File: config.mk
export PLATFORM = sky130hd
export DESIGN_NAME = datapath
export DESIGN_NICKNAME = d
export VERILOG_FILES = /design/src/design/rv32i_types.sv /design/src/design/pipe_types.sv /design/src/design/pipe_register.sv /design/src/design/regfile.sv /design/src/design/ctrl_rom.sv /design/src/design/exec_unit.sv /design/src/design/forwarding_unit.sv /design/src/design/datapath.sv
export SDC_FILE = /design/constraint.sdc
export NUM_CORES = 2
export LEC_CHECK = 0
export BUFFER_PORTS_ARGS = -buffer_cell sky130_fd_sc_hd__buf_4
export CAP_MARGIN = 10
export CELL_PAD_IN_SITES_DETAIL_PLACEMENT = 0
export CELL_PAD_IN_SITES_GLOBAL_PLACEMENT = 2
export CORE_MARGIN = 4
export CORE_UTILIZATION = 42
export DETAILED_ROUTE_END_ITERATION = 6
export PLACE_DENSITY_LB_ADDON = 0.1
export RECOVER_POWER = 100
export SLEW_MARGIN = 10
export SYNTH_ARGS = -nofsm -noshare
export SYNTH_HDL_FRONTEND = slang
export SYNTH_HIERARCHICAL = 1
export SYNTH_SLANG_ARGS = --single-unit
File: constraint.sdc
create_clock -name clk -period 7.95 [get_ports clk]
set_input_delay 1.1925 -clock clk [delete_from_list [all_inputs] [get_ports clk]]
set_output_delay 1.1925 -clock clk [all_outputs]
set_load 0.03 [all_outputs]
File: src/design/rv32i_types.sv
package rv32i_types;

  localparam int xlen           = 32;
  localparam int reg_addr_width = 5;

  typedef enum logic [6:0] {
    op_lui   = 7'b0110111,
    op_auipc = 7'b0010111,
    op_jal   = 7'b1101111,
    op_jalr  = 7'b1100111,
    op_br    = 7'b1100011,
    op_load  = 7'b0000011,
    op_store = 7'b0100011,
    op_imm   = 7'b0010011,
    op_reg   = 7'b0110011
  } rv32i_opcode;

  // Branch funct3 codes double as the comparator op encoding
  typedef enum logic [2:0] {
    br_beq  = 3'b000,
    br_bne  = 3'b001,
    br_blt  = 3'b100,
    br_bge  = 3'b101,
    br_bltu = 3'b110,
    br_bgeu = 3'b111
  } branch_funct3_t;

  typedef enum logic [2:0] {
    ld_lb  = 3'b000,
    ld_lh  = 3'b001,
    ld_lw  = 3'b010,
    ld_lbu = 3'b100,
    ld_lhu = 3'b101
  } load_funct3_t;

  typedef enum logic [2:0] {
    st_sb = 3'b000,
    st_sh = 3'b001,
    st_sw = 3'b010
  } store_funct3_t;

  typedef enum logic [2:0] {
    ar_add  = 3'b000,
    ar_sll  = 3'b001,
    ar_slt  = 3'b010,
    ar_sltu = 3'b011,
    ar_xor  = 3'b100,
    ar_sr   = 3'b101,
    ar_or   = 3'b110,
    ar_and  = 3'b111
  } arith_funct3_t;

  // Fields of one instruction, immediates already sign extended
  typedef struct packed {
    rv32i_opcode               opcode;
    logic [2:0]                funct3;
    logic [6:0]                funct7;
    logic [reg_addr_width-1:0] rs1;
    logic [reg_addr_width-1:0] rs2;
    logic [reg_addr_width-1:0] rd;
    logic [xlen-1:0]           i_imm;
    logic [xlen-1:0]           s_imm;
    logic [xlen-1:0]           b_imm;
    logic [xlen-1:0]           u_imm;
    logic [xlen-1:0]           j_imm;
  } instr_struct;

endpackage

File: src/design/pipe_types.sv
package pipe_types;

  localparam logic [31:0] reset_pc = 32'h0;

  typedef enum logic [2:0] {
    alu_add = 3'b000,
    alu_sll = 3'b001,
    alu_sra = 3'b010,
    alu_sub = 3'b011,
    alu_xor = 3'b100,
    alu_srl = 3'b101,
    alu_or  = 3'b110,
    alu_and = 3'b111
  } alu_ops;

  typedef enum logic [2:0] {
    cmp_beq  = 3'b000,
    cmp_bne  = 3'b001,
    cmp_blt  = 3'b100,
    cmp_bge  = 3'b101,
    cmp_bltu = 3'b110,
    cmp_bgeu = 3'b111
  } cmp_ops;

  typedef enum logic {alumux1_rs1, alumux1_pc} alumux1_sel_t;

  typedef enum logic [2:0] {
    alumux2_i_imm,
    alumux2_u_imm,
    alumux2_b_imm,
    alumux2_s_imm,
    alumux2_j_imm,
    alumux2_rs2
  } alumux2_sel_t;

  typedef enum logic {cmpmux_rs2, cmpmux_i_imm} cmpmux_sel_t;

  typedef enum logic [1:0] {res_alu, res_cmp, res_pc_plus4} result_sel_t;

  typedef enum logic [2:0] {wb_result, wb_lw, wb_lh, wb_lhu, wb_lb, wb_lbu} wb_sel_t;

  typedef enum logic [1:0] {fwd_regfile, fwd_exmem, fwd_memwb} fwd_sel_t;

  // All zeros is a bubble
  typedef struct packed {
    alu_ops       aluop;
    cmp_ops       cmpop;
    alumux1_sel_t alumux1_sel;
    alumux2_sel_t alumux2_sel;
    cmpmux_sel_t  cmpmux_sel;
    result_sel_t  result_sel;
    wb_sel_t      wb_sel;
    logic         regfile_ld;
    logic         dcache_read;
    logic         dcache_write;
  } ctrl_word_struct;

endpackage

File: src/design/pipe_register.sv
`timescale 1ns/100ps

module pipe_register #(
  parameter type payload_t = logic [31:0]
) (
  input  logic     clk,
  input  logic     reset,
  input  logic     load,
  input  logic     clear,
  input  payload_t d,
  output payload_t q
);

  // Clear turns the stage into a bubble
  always_ff @(posedge clk) begin
    if (reset || clear) begin
      q <= '0;
    end else if (load) begin
      q <= d;
    end
  end

endmodule

File: src/design/regfile.sv
`timescale 1ns/100ps

module regfile import rv32i_types::*; (
  input  logic                      clk,
  input  logic                      reset,
  input  logic                      load,
  input  logic [reg_addr_width-1:0] dest,
  input  logic [reg_addr_width-1:0] src_a,
  input  logic [reg_addr_width-1:0] src_b,
  input  logic [xlen-1:0]           in_data,
  output logic [xlen-1:0]           reg_a,
  output logic [xlen-1:0]           reg_b
);

  logic [xlen-1:0] regs [2**reg_addr_width];
  logic            write_en;

  assign write_en = load && (dest != '0);

  always_ff @(posedge clk) begin
    if (reset) begin
      regs <= '{default: '0};
    end else if (write_en) begin
      regs[dest] <= in_data;
    end
  end

  // Writeback value bypasses the array for decode
  assign reg_a = (write_en && dest == src_a) ? in_data : regs[src_a];
  assign reg_b = (write_en && dest == src_b) ? in_data : regs[src_b];

  // x0 must stay zero across every write since reset
  x0_reads_zero: assert property (@(posedge clk) disable iff (reset)
    ((src_a == '0) -> (reg_a == '0)) && ((src_b == '0) -> (reg_b == '0)));

endmodule

File: src/design/ctrl_rom.sv
`timescale 1ns/100ps

module ctrl_rom import rv32i_types::*, pipe_types::*; (
  input  rv32i_opcode     opcode,
  input  logic [2:0]      funct3,
  input  logic [6:0]      funct7,
  output ctrl_word_struct ctrl_word
);

  always_comb begin
    ctrl_word = '0;
    case (opcode)
      // rs1 is zeroed at decode, so x0 + u_imm
      op_lui: begin
        ctrl_word.alumux2_sel = alumux2_u_imm;
        ctrl_word.regfile_ld  = 1'b1;
      end
      op_auipc: begin
        ctrl_word.alumux1_sel = alumux1_pc;
        ctrl_word.alumux2_sel = alumux2_u_imm;
        ctrl_word.regfile_ld  = 1'b1;
      end
      op_jal: begin
        ctrl_word.alumux1_sel = alumux1_pc;
        ctrl_word.alumux2_sel = alumux2_j_imm;
        ctrl_word.result_sel  = res_pc_plus4;
        ctrl_word.regfile_ld  = 1'b1;
      end
      op_jalr: begin
        ctrl_word.result_sel = res_pc_plus4;
        ctrl_word.regfile_ld = 1'b1;
      end
      op_br: begin
        ctrl_word.alumux2_sel = alumux2_b_imm;
        ctrl_word.cmpop       = cmp_ops'(funct3);
      end
      op_load: begin
        ctrl_word.dcache_read = 1'b1;
        ctrl_word.regfile_ld  = 1'b1;
        case (load_funct3_t'(funct3))
          ld_lb:   ctrl_word.wb_sel = wb_lb;
          ld_lbu:  ctrl_word.wb_sel = wb_lbu;
          ld_lh:   ctrl_word.wb_sel = wb_lh;
          ld_lhu:  ctrl_word.wb_sel = wb_lhu;
          default: ctrl_word.wb_sel = wb_lw;
        endcase
      end
      op_store: begin
        ctrl_word.alumux2_sel  = alumux2_s_imm;
        ctrl_word.dcache_write = 1'b1;
      end
      op_imm, op_reg: begin
        ctrl_word.regfile_ld = 1'b1;
        if (opcode == op_reg) begin
          ctrl_word.alumux2_sel = alumux2_rs2;
        end else begin
          ctrl_word.cmpmux_sel = cmpmux_i_imm;
        end
        case (arith_funct3_t'(funct3))
          ar_add:  ctrl_word.aluop = (opcode == op_reg && funct7[5]) ? alu_sub : alu_add;
          ar_sll:  ctrl_word.aluop = alu_sll;
          ar_sr:   ctrl_word.aluop = funct7[5] ? alu_sra : alu_srl;
          ar_slt: begin
            ctrl_word.cmpop      = cmp_blt;
            ctrl_word.result_sel = res_cmp;
          end
          ar_sltu: begin
            ctrl_word.cmpop      = cmp_bltu;
            ctrl_word.result_sel = res_cmp;
          end
          // xor, or, and share their funct3 encoding with the ALU op
          default: ctrl_word.aluop = alu_ops'(funct3);
        endcase
      end
      default: ctrl_word = '0;
    endcase
  end

endmodule

File: src/design/exec_unit.sv
`timescale 1ns/100ps

module exec_unit import rv32i_types::*, pipe_types::*; (
  input  logic [xlen-1:0] a,
  input  logic [xlen-1:0] b,
  input  logic [xlen-1:0] cmp_b,
  input  alu_ops          aluop,
  input  cmp_ops          cmpop,
  output logic [xlen-1:0] alu_out,
  output logic            br_en_cmp
);

  logic [4:0] shamt;

  assign shamt = b[4:0];

  always_comb begin
    case (aluop)
      alu_add: alu_out = a + b;
      alu_sll: alu_out = a << shamt;
      alu_sra: alu_out = $signed(a) >>> shamt;
      alu_sub: alu_out = a - b;
      alu_xor: alu_out = a ^ b;
      alu_srl: alu_out = a >> shamt;
      alu_or:  alu_out = a | b;
      default: alu_out = a & b;
    endcase
  end

  // Also drives slt and sltu results
  always_comb begin
    case (cmpop)
      cmp_beq:  br_en_cmp = (a == cmp_b);
      cmp_bne:  br_en_cmp = (a != cmp_b);
      cmp_blt:  br_en_cmp = ($signed(a) < $signed(cmp_b));
      cmp_bge:  br_en_cmp = ($signed(a) >= $signed(cmp_b));
      cmp_bltu: br_en_cmp = (a < cmp_b);
      default:  br_en_cmp = (a >= cmp_b);
    endcase
  end

endmodule

File: src/design/forwarding_unit.sv
`timescale 1ns/100ps

module forwarding_unit import rv32i_types::*, pipe_types::*; (
  input  instr_struct idex_instr,
  input  instr_struct exmem_instr,
  input  instr_struct memwb_instr,
  input  logic        exmem_ld,
  input  logic        memwb_ld,
  output fwd_sel_t    fwd_a_sel,
  output fwd_sel_t    fwd_b_sel
);

  // Youngest producer wins
  function automatic fwd_sel_t source_for(input logic [reg_addr_width-1:0] src);
    if (src == '0) begin
      return fwd_regfile;
    end
    if (exmem_ld && exmem_instr.rd == src) begin
      return fwd_exmem;
    end
    if (memwb_ld && memwb_instr.rd == src) begin
      return fwd_memwb;
    end
    return fwd_regfile;
  endfunction

  always_comb begin
    fwd_a_sel = source_for(idex_instr.rs1);
    fwd_b_sel = source_for(idex_instr.rs2);
  end

endmodule

File: src/design/datapath.sv
`timescale 1ns/100ps

module datapath import rv32i_types::*, pipe_types::*; (
  input  logic            clk,
  input  logic            reset,
  output logic [xlen-1:0] icache_address,
  output logic            icache_read,
  input  logic [xlen-1:0] icache_rdata,
  output logic [xlen-1:0] dcache_address,
  output logic            dcache_read,
  output logic            dcache_write,
  output logic [xlen-1:0] dcache_wdata,
  output logic [3:0]      dcache_mbe,
  input  logic [xlen-1:0] dcache_rdata
);

  logic [xlen-1:0] pc;
  logic [xlen-1:0] pc_target;
  logic            flush;
  logic            ifid_clear;
  instr_struct     ifid_instr;
  logic [xlen-1:0] ifid_pc;
  ctrl_word_struct ctrl_word;
  logic [xlen-1:0] rf_rs1;
  logic [xlen-1:0] rf_rs2;
  instr_struct     idex_instr;
  logic [xlen-1:0] idex_pc;
  ctrl_word_struct idex_ctrl;
  logic [xlen-1:0] idex_rs1;
  logic [xlen-1:0] idex_rs2;
  fwd_sel_t        fwd_a_sel;
  fwd_sel_t        fwd_b_sel;
  logic [xlen-1:0] rs1_fwd;
  logic [xlen-1:0] rs2_fwd;
  logic [xlen-1:0] alumux1_out;
  logic [xlen-1:0] alumux2_out;
  logic [xlen-1:0] cmpmux_out;
  logic [xlen-1:0] alu_out;
  logic            br_en_cmp;
  logic [xlen-1:0] ex_result;
  instr_struct     exmem_instr;
  ctrl_word_struct exmem_ctrl;
  logic [xlen-1:0] exmem_result;
  logic [xlen-1:0] exmem_rs2;
  instr_struct     memwb_instr;
  ctrl_word_struct memwb_ctrl;
  logic [xlen-1:0] memwb_result;
  logic [xlen-1:0] memwb_rdata;
  logic [xlen-1:0] load_shifted;
  logic [xlen-1:0] wb_data;

  function automatic instr_struct instr_decode(input logic [xlen-1:0] word);
    instr_struct instr;
    instr.opcode = rv32i_opcode'(word[6:0]);
    instr.funct3 = word[14:12];
    instr.funct7 = word[31:25];
    instr.rs1    = word[19:15];
    instr.rs2    = word[24:20];
    instr.rd     = word[11:7];
    instr.i_imm  = {{21{word[31]}}, word[30:20]};
    instr.s_imm  = {{21{word[31]}}, word[30:25], word[11:7]};
    instr.b_imm  = {{20{word[31]}}, word[7], word[30:25], word[11:8], 1'b0};
    instr.u_imm  = {word[31:12], 12'h000};
    instr.j_imm  = {{12{word[31]}}, word[19:12], word[20], word[30:21], 1'b0};
    // lui holds immediate bits where rs1 would be
    if (instr.opcode == op_lui) begin
      instr.rs1 = '0;
    end
    return instr;
  endfunction

  // Fetch predicts not taken
  always_ff @(posedge clk) begin
    if (reset) begin
      pc          <= reset_pc;
      icache_read <= 1'b0;
    end else begin
      icache_read <= 1'b1;
      if (flush) begin
        pc <= pc_target;
      end else if (icache_read) begin
        pc <= pc + 32'd4;
      end
    end
  end

  assign icache_address = pc;
  assign ifid_clear     = flush || !icache_read;

  pipe_register #(.payload_t(instr_struct)) ifid_instr_reg (
    .clk, .reset, .load(1'b1), .clear(ifid_clear),
    .d(instr_decode(icache_rdata)), .q(ifid_instr));
  pipe_register ifid_pc_reg (
    .clk, .reset, .load(1'b1), .clear(ifid_clear), .d(pc), .q(ifid_pc));

  // Decode
  regfile rf (
    .clk, .reset, .load(memwb_ctrl.regfile_ld), .dest(memwb_instr.rd),
    .src_a(ifid_instr.rs1), .src_b(ifid_instr.rs2), .in_data(wb_data),
    .reg_a(rf_rs1), .reg_b(rf_rs2));

  ctrl_rom ctrl (
    .opcode(ifid_instr.opcode), .funct3(ifid_instr.funct3),
    .funct7(ifid_instr.funct7), .ctrl_word(ctrl_word));

  pipe_register #(.payload_t(instr_struct)) idex_instr_reg (
    .clk, .reset, .load(1'b1), .clear(flush), .d(ifid_instr), .q(idex_instr));
  pipe_register #(.payload_t(ctrl_word_struct)) idex_ctrl_reg (
    .clk, .reset, .load(1'b1), .clear(flush), .d(ctrl_word), .q(idex_ctrl));
  pipe_register idex_pc_reg (
    .clk, .reset, .load(1'b1), .clear(flush), .d(ifid_pc), .q(idex_pc));
  pipe_register idex_rs1_reg (
    .clk, .reset, .load(1'b1), .clear(flush), .d(rf_rs1), .q(idex_rs1));
  pipe_register idex_rs2_reg (
    .clk, .reset, .load(1'b1), .clear(flush), .d(rf_rs2), .q(idex_rs2));

  // Execute
  forwarding_unit fwd (
    .idex_instr, .exmem_instr, .memwb_instr,
    .exmem_ld(exmem_ctrl.regfile_ld), .memwb_ld(memwb_ctrl.regfile_ld),
    .fwd_a_sel, .fwd_b_sel);

  always_comb begin
    case (fwd_a_sel)
      fwd_exmem: rs1_fwd = exmem_result;
      fwd_memwb: rs1_fwd = wb_data;
      default:   rs1_fwd = idex_rs1;
    endcase
    case (fwd_b_sel)
      fwd_exmem: rs2_fwd = exmem_result;
      fwd_memwb: rs2_fwd = wb_data;
      default:   rs2_fwd = idex_rs2;
    endcase
    alumux1_out = (idex_ctrl.alumux1_sel == alumux1_pc) ? idex_pc : rs1_fwd;
    cmpmux_out  = (idex_ctrl.cmpmux_sel == cmpmux_i_imm) ? idex_instr.i_imm : rs2_fwd;
    case (idex_ctrl.alumux2_sel)
      alumux2_u_imm: alumux2_out = idex_instr.u_imm;
      alumux2_b_imm: alumux2_out = idex_instr.b_imm;
      alumux2_s_imm: alumux2_out = idex_instr.s_imm;
      alumux2_j_imm: alumux2_out = idex_instr.j_imm;
      alumux2_rs2:   alumux2_out = rs2_fwd;
      default:       alumux2_out = idex_instr.i_imm;
    endcase
  end

  exec_unit eu (
    .a(alumux1_out), .b(alumux2_out), .cmp_b(cmpmux_out),
    .aluop(idex_ctrl.aluop), .cmpop(idex_ctrl.cmpop),
    .alu_out, .br_en_cmp);

  always_comb begin
    case (idex_ctrl.result_sel)
      res_cmp:      ex_result = {31'b0, br_en_cmp};
      res_pc_plus4: ex_result = idex_pc + 32'd4;
      default:      ex_result = alu_out;
    endcase
  end

  // Branch compares rs1 in the ALU path, so its target gets its own adder
  assign pc_target = (idex_instr.opcode == op_jalr) ? {alu_out[31:1], 1'b0}
                                                    : idex_pc + alumux2_out;
  assign flush = (idex_instr.opcode == op_br && br_en_cmp)
              || idex_instr.opcode == op_jal || idex_instr.opcode == op_jalr;

  pipe_register #(.payload_t(instr_struct)) exmem_instr_reg (
    .clk, .reset, .load(1'b1), .clear(1'b0), .d(idex_instr), .q(exmem_instr));
  pipe_register #(.payload_t(ctrl_word_struct)) exmem_ctrl_reg (
    .clk, .reset, .load(1'b1), .clear(1'b0), .d(idex_ctrl), .q(exmem_ctrl));
  pipe_register exmem_result_reg (
    .clk, .reset, .load(1'b1), .clear(1'b0), .d(ex_result), .q(exmem_result));
  pipe_register exmem_rs2_reg (
    .clk, .reset, .load(1'b1), .clear(1'b0), .d(rs2_fwd), .q(exmem_rs2));

  // Memory stage moves store data into its byte lanes
  assign dcache_address = {exmem_result[31:2], 2'b00};
  assign dcache_read    = exmem_ctrl.dcache_read;
  assign dcache_write   = exmem_ctrl.dcache_write;
  assign dcache_wdata   = exmem_rs2 << {exmem_result[1:0], 3'b000};

  always_comb begin
    case (store_funct3_t'(exmem_instr.funct3))
      st_sb:   dcache_mbe = 4'b0001 << exmem_result[1:0];
      st_sh:   dcache_mbe = 4'b0011 << exmem_result[1:0];
      st_sw:   dcache_mbe = 4'b1111;
      default: dcache_mbe = 4'b0000;
    endcase
  end

  pipe_register #(.payload_t(instr_struct)) memwb_instr_reg (
    .clk, .reset, .load(1'b1), .clear(1'b0), .d(exmem_instr), .q(memwb_instr));
  pipe_register #(.payload_t(ctrl_word_struct)) memwb_ctrl_reg (
    .clk, .reset, .load(1'b1), .clear(1'b0), .d(exmem_ctrl), .q(memwb_ctrl));
  pipe_register memwb_result_reg (
    .clk, .reset, .load(1'b1), .clear(1'b0), .d(exmem_result), .q(memwb_result));
  pipe_register memwb_rdata_reg (
    .clk, .reset, .load(1'b1), .clear(1'b0), .d(dcache_rdata), .q(memwb_rdata));

  // Writeback brings the addressed lane down to bit 0
  assign load_shifted = memwb_rdata >> {memwb_result[1:0], 3'b000};

  always_comb begin
    case (memwb_ctrl.wb_sel)
      wb_lw:   wb_data = memwb_rdata;
      wb_lh:   wb_data = {{16{load_shifted[15]}}, load_shifted[15:0]};
      wb_lhu:  wb_data = {16'b0, load_shifted[15:0]};
      wb_lb:   wb_data = {{24{load_shifted[7]}}, load_shifted[7:0]};
      wb_lbu:  wb_data = {24'b0, load_shifted[7:0]};
      default: wb_data = memwb_result;
    endcase
  end

  mem_strobes_exclusive: assert property (@(posedge clk) disable iff (reset)
    !(dcache_read && dcache_write));

  // Control word and funct3 travel in separate registers
  store_has_lanes: assert property (@(posedge clk) disable iff (reset)
    dcache_write |-> dcache_mbe != 4'b0000);

  // Redirect targets must keep the fetch stream aligned
  fetch_word_aligned: assert property (@(posedge clk) disable iff (reset)
    icache_read |-> icache_address[1:0] == 2'b00);

endmodule

; ---- Word level (Yosys, flattened, before mapping)
; Cells that the tools add are included.
[word_totals]
reg_bits = 1589
in_bits = 66
out_inout_bits = 103
elab_cells = 262
[op_classes]
addsub = 5
magnitude_cmp = 8
n_eq_ne = 54
shifts = 7
muxes = 64
n_bitwise = 8
n_reduce_logical = 33
[op_table]
columns = op, count
row1 = $bwmux 1024, 1
row2 = $mux 32, 12
row3 = $bmux 32 s5, 2
row4 = $pmux 32 s5, 2
row5 = $pmux 32 s7, 1
row6 = $pmux 32 s2, 3
row7 = $demux 32 s5, 1
row8 = $add 32x3->32 const B, 2
row9 = $add 32x32->32, 2
row10 = $ge 32x32->1, 2
row11 = $lt 32x32->1, 2
row12 = $shl 32x5->32, 2
row13 = $eq 7x7->1 const B, 6
row14 = $eq 3x3->1 const B, 12
row15 = $and 32x32->32, 1
row16 = $eq 32x32->1, 1
row17 = $ne 32x32->1, 1
row18 = $or 32x32->32, 1
row19 = $shr 32x5->16, 1
row20 = $shr 32x5->32, 1
row21 = $sshr 32x5->32, 1
row22 = $sub 32x32->32, 1
row23 = $xor 32x32->32, 1
row24 = $eq 5x5->1, 6
row25 = other kinds (31), 114

; ---- Logic depth before layout (Yosys ltp)
[logic_depth]
ltp_word = 20
ltp_mapped = 36
mapped_depth_nobuf = 31

; ---- By module
; The synthesis kept the hierarchy.
[modules_own_cells]
columns = module, instances, cells_per_inst, area_per_inst_um2
row1 = regfile, 1, 5656, 51084.0
row2 = pipe_register (exmem_instr_reg ...), 4, 621, 6961.7
row3 = datapath, 1, 1546, 9826.9
row4 = pipe_register (exmem_result_reg ...), 8, 105, 1156.1
row5 = exec_unit, 1, 1263, 8961.1
row6 = pipe_register (exmem_ctrl_reg ...), 3, 62, 696.9
row7 = ctrl_rom, 1, 55, 335.3
row8 = forwarding_unit, 1, 36, 265.3

; ---- Worst setup path after synthesis
; No wires, ideal clock.
[synth_path]
path_kind = flip-flop to flip-flop
start = register idex_instr_reg/q[165] in the netlist's numbering
end = register pc[23] (netlist: icache_address[23])
setup_time_ns = 0.132
arrival_time_ns = 7.077
required_time_ns = 7.818
path_slack_ns = 0.741
stages_incl_launch_ff = 33
path_buffers = 4
cell_sequence = dfxtp_1 -> xor2_1 -> nor4_1 -> nand3_1 -> nor2_1 -> inv_1 -> ha_1 -> clkbuf_1 -> o21ai_0 -> mux4_2 -> nor2_1 -> a21oi_1 -> buf_2 -> clkinv_1 -> buf_1 -> clkbuf_1 -> ha_1 -> nand2_1 -> nor4_1 -> and3_1 -> nor2_1 -> xnor2_1 -> ha_1 -> a211o_1 -> a21oi_1 -> o21ai_0 -> a221o_1 -> a31o_2 -> a211oi_1 -> o32ai_1 -> a31o_2 -> a222oi_1 -> nor3_1
[synth_via]
elab_cells_between_ends = 44
[synth_lines]
columns = element, line_no
row1 = start: declaration, pipe_register.sv:11  ; output payload_t q
row2 = start signal: assignment, pipe_register.sv:17  ; q <= '0;
row3 = start signal: assignment, pipe_register.sv:19  ; q <= d;
row4 = $eq 5x5->1, forwarding_unit.sv:21  ; if (memwb_ld && memwb_instr.rd == src) begin
row5 = $logic_and 1x1->1, forwarding_unit.sv:21
row6 = $mux 1 (2 in series), forwarding_unit.sv:21
row7 = $mux 1, forwarding_unit.sv:18  ; if (exmem_ld && exmem_instr.rd == src) begin
row8 = $mux 2, forwarding_unit.sv:24  ; return fwd_regfile;
row9 = $mux 2, forwarding_unit.sv:21
row10 = $mux 2 (*), forwarding_unit.sv:18
row11 = via fwd_b_sel[0], datapath.sv:32  ; fwd_sel_t fwd_b_sel;
row12 = [... 2 more ...], n/a
row13 = via rs2_fwd[0], datapath.sv:34  ; logic [xlen-1:0] rs2_fwd;
row14 = $pmux 32 s5 (*), datapath.sv:136  ; case (idex_ctrl.alumux2_sel)
row15 = via alumux2_out[0], datapath.sv:36  ; logic [xlen-1:0] alumux2_out;
row16 = $sub 32x32->32 (tied with other cells), exec_unit.sv:22  ; alu_sub: alu_out = a - b;
row17 = $pmux 32 s7 (*), exec_unit.sv:18  ; case (aluop)
row18 = via alu_out[23], datapath.sv:38  ; logic [xlen-1:0] alu_out;
row19 = $mux 32 (*), datapath.sv:160  ; assign pc_target = (idex_instr.opcode == op_jalr) ? {alu_out[31:1], 1'b0}
row20 = $mux 32 (*), datapath.sv:79  ; if (flush) begin
row21 = end signal: assignment, datapath.sv:75  ; pc <= reset_pc;
row22 = end signal: assignment, datapath.sv:80  ; pc <= pc_target;
row23 = end signal: assignment, datapath.sv:82  ; pc <= pc + 32'd4;
row24 = end: declaration, datapath.sv:17  ; logic [xlen-1:0] pc;
; The timed path passes the listed nets; every way through them passes the cells marked *. The select of a mux whose other input is x is not followed.
; A chain may end at the register's enable or synchronous reset.

; ---- Worst setup path in the final report
[layout_path]
start = register exmem_instr_reg/q[160] in the netlist's numbering
end = register idex_instr_reg/q[60] in the netlist's numbering
[layout_via]
elab_chain_len = 16
elab_cells_between_ends = 37
[layout_rtl]
columns = element, line_no
row1 = start: declaration, pipe_register.sv:11
row2 = start signal: assignment, pipe_register.sv:17
row3 = start signal: assignment, pipe_register.sv:19
row4 = $eq 5x5->1 (*), forwarding_unit.sv:18
row5 = $logic_and 1x1->1 (*), forwarding_unit.sv:18
row6 = $mux 2, forwarding_unit.sv:18
row7 = $mux 2, forwarding_unit.sv:21
row8 = $mux 2, forwarding_unit.sv:24
row9 = $mux 2 (*), forwarding_unit.sv:21
row10 = $mux 2 (*), forwarding_unit.sv:18
row11 = via fwd_a_sel[0], datapath.sv:31  ; fwd_sel_t fwd_a_sel;
row12 = [... 2 more ...], n/a
row13 = $mux 32 (*), datapath.sv:134  ; alumux1_out = (idex_ctrl.alumux1_sel == alumux1_pc) ? idex_pc : rs1_fwd;
row14 = via alumux1_out[28], datapath.sv:35  ; logic [xlen-1:0] alumux1_out;
row15 = $ge 32x32->1 (tied with other cells), exec_unit.sv:38  ; default: br_en_cmp = (a >= cmp_b);
row16 = $pmux 1 s5 (*), exec_unit.sv:32  ; case (cmpop)
row17 = via br_en_cmp, datapath.sv:39  ; logic br_en_cmp;
row18 = $logic_and 1x1->1 (*), datapath.sv:162  ; assign flush = (idex_instr.opcode == op_br && br_en_cmp)
row19 = $logic_or 1x1->1 (*) (2 in series), datapath.sv:163  ; || idex_instr.opcode == op_jal || idex_instr.opcode == op_jalr;
row20 = $logic_or 1x1->1 (*), pipe_register.sv:16  ; if (reset || clear) begin
; Marked as above.

==> impl_metrics.ini <==
[place]
detailed_place_hpwl_um = 277600
gp_congestion = 0.9661
port_buffers = 166

[worst_setup_path]
cp_max_fo = 42
critPathCaptureType = register
crit_start = exmem_instr_reg/q[160]$_SDFFE_PP0P_
slowest_stage = o21ai_0
cp.required_ns = 8.69
reg2reg_from = exmem_instr_reg/q[160]$_SDFFE_PP0P_
crit_path_max_incr_delay_ns = 0.66
cp_top_family = compound AO/OA/AOI/OAI gates
cp.arrival_ns = 8.40
crit_buf_inv = 6
start_kind = register
crit_type = reg2reg

[floorplan]
die_h_um = 483.5
die_w_um = 483.5
core_area_um2 = 224900
pin_count = 169
fp-row-count = 174
start_util_pct = 42.22
die_area_um2 = 233700

[clock_tree]
cts.sinks = 1726
post-cts-setup-buffers = 0
cts_buffers = 196
cts_max_level = 4
cts.path.max_buffers = 3
cts_tree = done
cts.reportedPaths.clkPinSlew_ns = 0.06
clock_latency_ns = 0.88
cts_root_buf = clkbuf_16

[synth]
synthesis.area_um2 = 94950
synthesis.instances = 10760
syn_avg_cell_area_um2 = 8.825
yosys_warnings = 6

[routing]
viasPerCell = 6.067
avgRoutedWirePerCell_um = 30.20
drt_wl_total_um = 415900
vias = 83560
drt_iter0_drc = 8864
ant_nets = 0
drc = 1
first_pass_iters = 7

[run_status]
violations = DRC, capacitance limit, slew limit
status = finished with violations

[timing]
fin_crit_sh_pct = 96.42
rsz0062_at_grt = false
final.setup.tns_ns = 0
worst_slew_pin_slew_ns = 4.561
hold_violations = 0
drv_slew = 1155
holdWs_ns = 0.4635
slew-limit-headroom_pct = -204.1
finalClockSkew_ns = 0.07729
max_clock_freq_mhz = 130.5
setup-violations-final = 0
post-route-min-period_ns = 7.665

[min_path]
min_path_type = reg2reg
hold_start = rf/regs[401]$_SDFFE_PP0P_

[global_route]
grt_max_degree = 216
grt_overflow_total = 0
grt_pass1_vias = 80370
grt_pass1_wl_um = 593100
grt_usage_pct = 34.28
antenna_found_initial = 12

[run]
max_cap_violations = 11

[layout]
syn_to_final_growth_pct = 10.67
drive_gt1_share_pct = 15.10
final_nets = 10850

[power_and_ir_drop]
power_density_nw_per_um2 = 195.5
p_leak_nw = 37.44
ir_worst_vdd_uv = 171.7
final timing paths:
check                                      end  slack, ns  cells past startpoint
max          idex_instr_reg/q[60]$_SDFFE_PP0P_       0.28                     25
min                  rf/regs[401]$_SDFFE_PP0P_       0.46                      2
max reg2reg  idex_instr_reg/q[60]$_SDFFE_PP0P_       0.28                     25
min reg2reg          rf/regs[401]$_SDFFE_PP0P_       0.46                      2
layer usage:
layer / global-route usage [%] / up-vias / part of all wire [%]
met5: 0 / - / 0.0065
li1: - / 37600 / -
met1: 44.01 / 41550 / 41
met4: 16.86 / 4 / 5.8
met3: 5.842 / 907 / 7.0
met2: 55.90 / 3507 / 46
sequential cells by signal, summed over array words and instances (netlist names), 6 cells and up:
register and flops:
idex_pc_reg/q 32, icache_address 32, ifid_instr_reg/q 186, exmem_instr_reg/q 8, idex_ctrl_reg/q 19, memwb_rdata_reg/q 32
rf/regs 1024, idex_instr_reg/q 185, exmem_rs2_reg/q 32, memwb_result_reg/q 32, idex_rs2_reg/q 32, ifid_pc_reg/q 32
exmem_ctrl_reg/q 6, idex_rs1_reg/q 32, exmem_result_reg/q 32
area by class of cell:
cell class	count	area (um^2)
multi-input cells	7904	55090
clock buffers	299	5864
diodes	8	20.02
flip-flops and latches	1726	34580
inverters	177	664.4
fillers	21780	119800
well taps	2992	3744
clock inverters	60	819.5
repair buffers	608	4307
timing repair:
| item | 4_1_cts | 5_1_grt |
|---|---|---|
| resized for setup | 0 | 5 |
| hold buffers | 0 | 0 |
| setup endpoints to repair | 0 | 18 |
tightest hold or removal path, cell delays in order, from the launching register on:
cell	delay, ns
dfxtp_1	0.31
nand2_1	0.05
a21oi_1	0.05
power breakdown:
part           total (W)  leakage [nW]  internal, W  switching (W)
clock network    0.00939          3.27      0.00540        0.00399
logic            0.00227          20.2     0.000785        0.00148
registers        0.00889          13.9      0.00874       0.000143
total             0.0205          37.4       0.0149        0.00562
layout by cell type, fill, tap and decap left out, types with 20 or more instances in the layout:
cell,n
clkbuf_16,198
nand4_1,26
o22ai_1,283
o21ai_1,20
xor2_1,51
a21oi_1,1250
o21ai_4,22
o211ai_1,29
a31oi_1,26
o21a_1,37
ha_1,167
a211oi_1,37
mux2_2,73
mux4_2,566
a221o_1,26
and3_1,27
clkbuf_1,153
nor4_1,77
a22oi_1,87
inv_1,174
conb_1,39
mux2_4,29
a21o_1,48
a221oi_1,42
nor2_4,27
nor2b_1,80
nand3_1,65
dfxtp_1,1714
mux2i_1,764
clkinv_2,30
nor2_1,948
nand2b_1,43
buf_4,475
xnor2_1,100
nand2_1,2297
clkbuf_8,54
o21ai_0,236
nor3_1,52
stage by stage:
stage	util, %	cells	cell area [um^2]	worst slack (ns)	total power, W
floorplan	-	10800	95090	0.7453	0.01043
global placement	43.99	13410	98930	0.1241	0.01132
detailed placement	43.99	13410	98930	0.2185	0.01132
CTS	46.96	13770	105600	0.1145	0.02068
global route	46.72	13770	105100	0.01453	0.02117
finish	46.73	13770	105100	0.2847	0.02055
No activity file was read; power rests on OpenSTA's default activity.
